### src/rtl/pe_array_pkg.sv
/*
 * Shared sizes and word formats of the sparse convolution PE array.
 * Every RTL module and the testbench import this package.
 * NUM_PEB and LEN_PSUM are only defaults; the top level may override them.
 */
`default_nettype none

package pe_array_pkg;

    // ====================
    // Array sizes
    // ====================

    // Signed width of one activation or weight value
    localparam int DATA_WIDTH  = 8;
    // Lanes per activation word and per weight vector
    localparam int BLOCK_DEPTH = 4;
    // Default chain length and buffer depth
    localparam int NUM_PEB     = 4;
    localparam int LEN_PSUM    = 8;

    // Full product, lane-sum growth, plus 2 bits of accumulation headroom
    localparam int PSUM_WIDTH  = 2 * DATA_WIDTH + $clog2(BLOCK_DEPTH) + 2;

    // ====================
    // Word formats
    // ====================

    // Activation word as it hops along the chain (38 bits)
    typedef struct packed {
        logic                                    frt_blk;      // Overwrite instead of add
        logic                                    lst_act_blk;  // Last word, address back to 0
        logic [BLOCK_DEPTH-1:0]                  flg;          // Lane holds a nonzero value
        logic [BLOCK_DEPTH-1:0][DATA_WIDTH-1:0]  dat;
    } act_word_t;

    // Weight vector on the shared weight bus (36 bits)
    typedef struct packed {
        logic [BLOCK_DEPTH-1:0]                  flg;
        logic [BLOCK_DEPTH-1:0][DATA_WIDTH-1:0]  dat;
    } wei_word_t;

    // One partial-sum buffer entry
    typedef logic signed [PSUM_WIDTH-1:0] psum_t;

endpackage

`default_nettype wire

### src/rtl/act_stage.sv
/*
 * Single-entry hop register of the activation chain.
 * Upstream and downstream both use the rdy/get pair: a word moves in
 * any cycle where rdy and get are high. Accepts only while enable is set.
 */
`default_nettype none

module act_stage
    import pe_array_pkg::*;
(
    input  wire logic      clk,
    input  wire logic      reset,
    // Upstream side
    input  wire act_word_t lst_act,
    input  wire logic      lst_rdy,
    output logic           lst_get,
    // Weight held by the owning block
    input  wire logic      enable,
    // Downstream side
    output act_word_t      nxt_act,
    output logic           nxt_rdy,
    input  wire logic      nxt_get
);

    // ====================
    // Storage
    // ====================

    logic      full;
    act_word_t act_q;
    logic      take;

    // Room when empty, or when the held word leaves this cycle
    assign lst_get = enable && (!full || nxt_get);
    assign take    = lst_rdy && lst_get;

    // Held word is offered downstream from the cycle after acceptance
    assign nxt_act = act_q;
    assign nxt_rdy = full;

    // Occupancy flag
    always_ff @(posedge clk) begin
        if (reset) begin
            full <= 1'b0;
        end else if (take) begin
            full <= 1'b1;
        end else if (nxt_get) begin
            // Drained with nothing new behind it
            full <= 1'b0;
        end
    end

    // Payload register
    always_ff @(posedge clk) begin
        if (take) begin
            act_q <= lst_act;
        end
    end

endmodule

`default_nettype wire

### src/rtl/pe_block.sv
/*
 * One processing block of the chain.
 * Fetches a weight vector over the shared weight bus and keeps it until
 * the frame ends. Every activation word it accepts produces a flag-gated
 * dot product that is written or added into the partial-sum buffer at
 * the running address. The pooling side reads the buffer by address.
 */
`default_nettype none

module pe_block
    import pe_array_pkg::*;
#(
    parameter int LEN_PSUM = pe_array_pkg::LEN_PSUM
) (
    input  wire logic                        clk,
    input  wire logic                        reset,
    // Activation chain, upstream
    input  wire act_word_t                   lst_act,
    input  wire logic                        lst_rdy,
    output logic                             lst_get,
    // Activation chain, downstream
    output act_word_t                        nxt_act,
    output logic                             nxt_rdy,
    input  wire logic                        nxt_get,
    // Weight bus
    input  wire wei_word_t                   wei,
    input  wire logic                        wei_rdy,
    output logic                             wei_get,
    // End of frame, drop the held weight
    input  wire logic                        fnh_frm,
    // Pooling read port
    input  wire logic [$clog2(LEN_PSUM)-1:0] rd_addr,
    output psum_t                            rd_dat
);

    localparam int ADDR_WIDTH = $clog2(LEN_PSUM);

    // ====================
    // Weight capture
    // ====================

    logic      wei_hold;
    wei_word_t wei_q;

    // One-cycle get pulse, registered so it never follows wei_rdy
    // through reset
    always_ff @(posedge clk) begin
        if (reset) begin
            wei_get <= 1'b0;
        end else begin
            wei_get <= wei_rdy && !wei_hold && !wei_get;
        end
    end

    // Held state, set at the end of the pulse
    always_ff @(posedge clk) begin
        if (reset) begin
            wei_hold <= 1'b0;
        end else if (wei_get) begin
            wei_hold <= 1'b1;
        end else if (fnh_frm) begin
            wei_hold <= 1'b0;
        end
    end

    // Bus is sampled in the pulse cycle
    always_ff @(posedge clk) begin
        if (wei_get) begin
            wei_q <= wei;
        end
    end

    // ====================
    // Activation hop
    // ====================

    logic act_fire;

    act_stage u_act_stage (
        .clk     (clk),
        .reset   (reset),
        .lst_act (lst_act),
        .lst_rdy (lst_rdy),
        .lst_get (lst_get),
        .enable  (wei_hold),
        .nxt_act (nxt_act),
        .nxt_rdy (nxt_rdy),
        .nxt_get (nxt_get)
    );

    // Word accepted by this block's stage in this cycle
    assign act_fire = lst_rdy && lst_get;

    // ====================
    // Gated dot product
    // ====================

    psum_t prod_sum;

    always_comb begin
        logic signed [2*DATA_WIDTH-1:0] prod;
        prod_sum = '0;
        for (int i = 0; i < BLOCK_DEPTH; i++) begin
            prod = $signed(lst_act.dat[i]) * $signed(wei_q.dat[i]);
            // Zero skip, a lane counts only with both flags set
            if (lst_act.flg[i] && wei_q.flg[i]) begin
                prod_sum = prod_sum + prod;
            end
        end
    end

    // ====================
    // Address and buffer
    // ====================

    logic [ADDR_WIDTH-1:0] addr;
    psum_t                 psum_mem [LEN_PSUM];

    always_ff @(posedge clk) begin
        if (reset) begin
            addr <= '0;
        end else if (act_fire) begin
            if (lst_act.lst_act_blk || addr == ADDR_WIDTH'(LEN_PSUM - 1)) begin
                addr <= '0;
            end else begin
                addr <= addr + 1'b1;
            end
        end
    end

    // First block of the frame overwrites, later blocks accumulate
    always_ff @(posedge clk) begin
        if (act_fire) begin
            if (lst_act.frt_blk) begin
                psum_mem[addr] <= prod_sum;
            end else begin
                psum_mem[addr] <= psum_mem[addr] + prod_sum;
            end
        end
    end

    assign rd_dat = psum_mem[rd_addr];

endmodule

`default_nettype wire

### src/rtl/psum_read_mux.sv
/*
 * Pooling read mux. Broadcasts the entry address to every block and
 * registers the entry of the block picked by pool_sel.
 * A pool_sel of NUM_PEB or more returns zero.
 */
`default_nettype none

module psum_read_mux
    import pe_array_pkg::*;
#(
    parameter int NUM_PEB  = pe_array_pkg::NUM_PEB,
    parameter int LEN_PSUM = pe_array_pkg::LEN_PSUM
) (
    input  wire logic                        clk,
    input  wire logic                        reset,
    input  wire logic [$clog2(NUM_PEB):0]    pool_sel,
    input  wire logic [$clog2(LEN_PSUM)-1:0] pool_addr,
    input  wire psum_t                       blk_dat [NUM_PEB],
    output psum_t                            pool_dat,
    output logic [$clog2(LEN_PSUM)-1:0]      rd_addr
);

    localparam int SEL_WIDTH = $clog2(NUM_PEB) + 1;

    // Same address to all buffers
    assign rd_addr = pool_addr;

    // ====================
    // Output register
    // ====================

    always_ff @(posedge clk) begin
        if (reset) begin
            pool_dat <= '0;
        end else if (pool_sel < SEL_WIDTH'(NUM_PEB)) begin
            pool_dat <= blk_dat[pool_sel[SEL_WIDTH-2:0]];
        end else begin
            pool_dat <= '0;
        end
    end

endmodule

`default_nettype wire

### src/rtl/pe_array_top.sv
/*
 * Top of the PE array: NUM_PEB processing blocks in an activation chain
 * with a shared weight bus, and the pooling read mux.
 * Words leave the array after the last block.
 */
`default_nettype none

module pe_array_top
    import pe_array_pkg::*;
#(
    parameter int NUM_PEB  = pe_array_pkg::NUM_PEB,
    parameter int LEN_PSUM = pe_array_pkg::LEN_PSUM
) (
    input  wire logic                        clk,
    input  wire logic                        reset,
    // Activation source
    input  wire act_word_t                   act_in,
    input  wire logic                        act_rdy,
    output logic                             act_get,
    // Weight source, one request bit per block
    input  wire wei_word_t                   wei,
    input  wire logic [NUM_PEB-1:0]          wei_rdy,
    output logic [NUM_PEB-1:0]               wei_get,
    input  wire logic                        fnh_frm,
    // Pooling read
    input  wire logic [$clog2(NUM_PEB):0]    pool_sel,
    input  wire logic [$clog2(LEN_PSUM)-1:0] pool_addr,
    output psum_t                            pool_dat
);

    // ====================
    // Chain links
    // ====================

    // Link j feeds block j, link NUM_PEB is the array exit
    act_word_t                   chain_act [NUM_PEB+1];
    logic [NUM_PEB:0]            chain_rdy;
    logic [NUM_PEB:0]            chain_get;
    psum_t                       blk_dat   [NUM_PEB];
    logic [$clog2(LEN_PSUM)-1:0] rd_addr;

    assign chain_act[0]       = act_in;
    assign chain_rdy[0]       = act_rdy;
    assign act_get            = chain_get[0];
    // Nothing downstream of the last block
    assign chain_get[NUM_PEB] = 1'b1;

    for (genvar i = 0; i < NUM_PEB; i++) begin : g_peb
        pe_block #(
            .LEN_PSUM (LEN_PSUM)
        ) u_pe_block (
            .clk     (clk),
            .reset   (reset),
            .lst_act (chain_act[i]),
            .lst_rdy (chain_rdy[i]),
            .lst_get (chain_get[i]),
            .nxt_act (chain_act[i+1]),
            .nxt_rdy (chain_rdy[i+1]),
            .nxt_get (chain_get[i+1]),
            .wei     (wei),
            .wei_rdy (wei_rdy[i]),
            .wei_get (wei_get[i]),
            .fnh_frm (fnh_frm),
            .rd_addr (rd_addr),
            .rd_dat  (blk_dat[i])
        );
    end

    // ====================
    // Pooling read
    // ====================

    psum_read_mux #(
        .NUM_PEB  (NUM_PEB),
        .LEN_PSUM (LEN_PSUM)
    ) u_psum_read_mux (
        .clk       (clk),
        .reset     (reset),
        .pool_sel  (pool_sel),
        .pool_addr (pool_addr),
        .blk_dat   (blk_dat),
        .pool_dat  (pool_dat),
        .rd_addr   (rd_addr)
    );

endmodule

`default_nettype wire

### config.mk
export PLATFORM = sky130hd
export DESIGN_NAME = pe_array_top
export DESIGN_NICKNAME = d
export VERILOG_FILES = /design/src/rtl/pe_array_pkg.sv /design/src/rtl/act_stage.sv /design/src/rtl/pe_block.sv /design/src/rtl/psum_read_mux.sv /design/src/rtl/pe_array_top.sv
export SDC_FILE = /design/constraint.sdc
export NUM_CORES = 2
export LEC_CHECK = 0
export ABC_CLOCK_PERIOD_IN_PS = 42300
export BUFFER_PORTS_ARGS = -buffer_cell sky130_fd_sc_hd__buf_2
export CORE_UTILIZATION = 65
export CTS_CLUSTER_SIZE = 30
export DETAILED_ROUTE_END_ITERATION = 16
export GPL_TIMING_DRIVEN = 0
export PLACE_DENSITY = 0.82
export SLEW_MARGIN = 30
export SYNTH_ARGS = -nofsm -noshare
export SYNTH_HDL_FRONTEND = slang
export SYNTH_SLANG_ARGS = --single-unit
export TNS_END_PERCENT = 100
### constraint.sdc
create_clock -name clk -period 42.3 [get_ports clk]
set_input_delay 6.345 -clock clk [delete_from_list [all_inputs] [get_ports clk]]
set_output_delay 6.345 -clock clk [all_outputs]
set_load 0.005 [all_outputs]
==> flow_metrics.py <==
metrics = {
    "status": {
        "outcome": "finished, final reports clean",
    },
    "routing": {
        "drc": 0,
        "num_vias": 66400,
        "ant_nets": 0,
        "finalWirelength_mm": 252,
        "firstDrtPassIters": 7,
        "dr.first_iter.drc_count": 6801,
        "wl_per_cell_um": 23.8,
        "viasPerCell": 6.26,
    },
    "yosys": {
        "ys_types": 89,
        "syn_avg_cell_area_um2": 11.7,
        "seq_area_frac_synth": 0.290,
        "syn_nets": 10400,
        "synth-edff-count": 898,
        "synthArstFlopShare": 0,
        "synth_area_um2": 96900,
        "ys.flop_type": "edfxtp_1",
        "yosysWarnings": 0,
        "synth_cells": 8292,
        "ys_ff_latch": 953,
    },
    "sta": {
        "timing.fmax_mhz": 41.3,
        "hold_viol_final": 0,
        "fin_worst_skew_ps": 87.1,
        "finalSetupViolCount": 0,
        "tns_ps": 0,
        "fin_crit_sh": 0.572,
        "final_max_slew_viol_count": 0,
        "rsz0062_at_grt": "false",
        "finalCriticalPeriod_ps": 24200,
        "relSlewSlack": 0.317,
        "worstMarginPinSlew_ps": 1020,
    },
    "global_route": {
        "antenna_found_initial": 22,
        "track_usage": 0.347,
        "overflow": 0,
        "grt_pass1_vias": 72000,
        "grt_max_degree": 43,
        "gr-usage-met1": 0.420,
        "met2_usage": 0.569,
        "grt_pass1_wl_mm": 399,
        "top_usage_layer": "met2",
        "gr-usage-met3": 0.0931,
    },
    "cts": {
        "tritoncts": "built",
        "cts.sinks": 953,
        "clock_latency_ps": 780,
        "htreeDepth": 3,
        "root_buffer": "clkbuf_16",
        "numCtsBuffers": 99,
        "post_cts_buffers": 0,
        "cts-resized-gates": 0,
        "cts_buffer_depth": 3,
        "cts_hold_buf": 0,
        "clkTransAtPathRegs_ps": 70,
    },
    "finish": {
        "nFillCells": 9859,
        "multi_input_area_um2": 62700,
        "final_common_cell": "inv_1",
        "regArea_um2": 28100,
        "area.growth.synth_to_final_pct": 7.98,
        "final_cell_mix": "inv_1, fa_1, edfxtp_1",
        "drive_gt1_frac": 0.114,
        "final_nets": 10700,
    },
    "place": {
        "io_buffers": 107,
        "hpwlAfterDp_mm": 197,
        "globalplace.congestion": 0.955,
    },
    "die": {
        "boundaryPins": 113,
        "die_h_um": 388,
        "core_um2": 148000,
        "initial_core_util": 0.655,
        "num_rows": 141,
        "die_w_um": 388,
        "die-area_um2": 151000,
    },
    "critical_path": {
        "worst-setup-path-type": "primary input to flop",
        "critical_path.most_common_cell": "fa_1",
        "endpoint_kind": "flop",
        "slowest_delay_ps": 720,
        "critPathRequiredTime_ps": 42770,
        "cp-start-kind": "primary input",
        "critPathArrivalTime_ps": 24660,
        "crit_slowest_cell": "a2111oi_0",
        "critical_path.max_fanout": 9,
        "ff2ff_setup_slack_ps": 23360,
    },
    "run": {
        "cap_violations": 0,
    },
    "hold_path": {
        "hold_class": "flop to flop",
    },
}
[worst max-delay path, delay by kind of cell]
kind,cells,cell delay (ps)
simple gates,10,1890
fa+ha+maj,24,10660
compound gates,16,3940
xor+xnor,5,1260
buf+inv,8,550
[path summary, 6_finish.rpt]
kind	startpoint	end	cells after the start
worst min register to register	g_peb[1].u_pe_block.wei_get	g_peb[1].u_pe_block.wei_get	1
worst min-delay path	g_peb[1].u_pe_block.wei_get	g_peb[1].u_pe_block.wei_get	1
worst max-delay path	act_in[7]	g_peb[0].u_pe_block.psum_mem[4][19]	63
worst max register to register	g_peb[0].u_pe_block.wei_q[2]	g_peb[0].u_pe_block.psum_mem[4][19]	62
[cell usage after synthesis (12+ instances only)]
cell	count	share of area
mux4_2	360	0.084
o21a_1	54	0.0042
a211oi_1	32	0.0025
nand2b_1	131	0.0085
and3_1	18	0.0012
xnor2_1	222	0.020
or3_1	31	0.0020
o211ai_1	17	0.0013
o21bai_1	30	0.0023
or2_2	15	0.00097
o21ai_1	12	0.00062
nor4_1	14	0.00090
o21ai_0	196	0.010
clkbuf_1	155	0.0060
a21boi_0	12	0.00093
nor3_1	74	0.0038
a21o_1	88	0.0068
nor2_1	311	0.012
nor2b_1	23	0.0015
mux2_2	140	0.016
mux2i_1	40	0.0041
a21oi_1	241	0.012
nand2_1	648	0.025
edfxtp_1	898	0.28
nand3_1	69	0.0036
fa_1	1248	0.26
inv_1	1476	0.057
o31ai_1	21	0.0016
dfxtp_1	55	0.011
and2_1	585	0.038
ha_1	748	0.097
xor2_1	85	0.0077
buf_1	39	0.0015
a31oi_1	37	0.0024
[kinds of logic after synthesis]
logic type	count (synthesis)	share of synthesized area
adders and majority gates	1996	0.355
and+or+nand+nor	1960	0.101
buffers and inverters	1676	0.0651
DFF	953	0.290
AOI/OAI and AO/OA	856	0.0572
muxes	540	0.104
xor gates and xnor gates	311	0.0286
[flip-flops by register name (all words and copies together), names as in the netlist, named ones only]
signal	cells
g_peb.u_pe_block.u_act_stage.nxt_act	114
u_psum_read_mux.pool_dat	20
g_peb.u_pe_block.wei_hold	4
g_peb.u_pe_block.wei_get	4
g_peb.u_pe_block.wei_q	144
g_peb.u_pe_block.u_act_stage.nxt_rdy	3
g_peb.u_pe_block.addr	12
g_peb.u_pe_block.psum_mem	640
[stage by stage]
step	std cells	hold slack, ps	setup slack (ps)	utilization	area (µm²)
detailed placement	10400	457	17590	0.683	101000
global placement	10300	461	17670	0.675	99800
floorplan	8292	437	19840	-	96900
global route	10600	483	17530	0.707	105000
CTS	10600	472	18310	0.707	105000
finish	10600	476	18100	0.707	105000
[final cells by class]
class	count	share of cell area
clock buffer	118	0.0251
multi-input combinational	5663	0.600
inverter	1476	0.0530
antenna	12	0.000287
clock inverter	69	0.00854
tap	1930	0.0231
sequential	953	0.269
timing repair buffer	189	0.0141
buffer	200	0.00772
[layer usage]
metal | routed length (µm) | share of wire | up-vias
li1 | - | - | 28300
met1 | 87200 | 0.35 | 33400
met2 | 122000 | 0.48 | 3680
met3 | 27300 | 0.11 | 993
met4 | 16000 | 0.064 | 12
met5 | 82 | 0.00033 | -
Power is not shown: default switching activity piles up to over one toggle a cycle in this logic, so the estimate is an artifact.
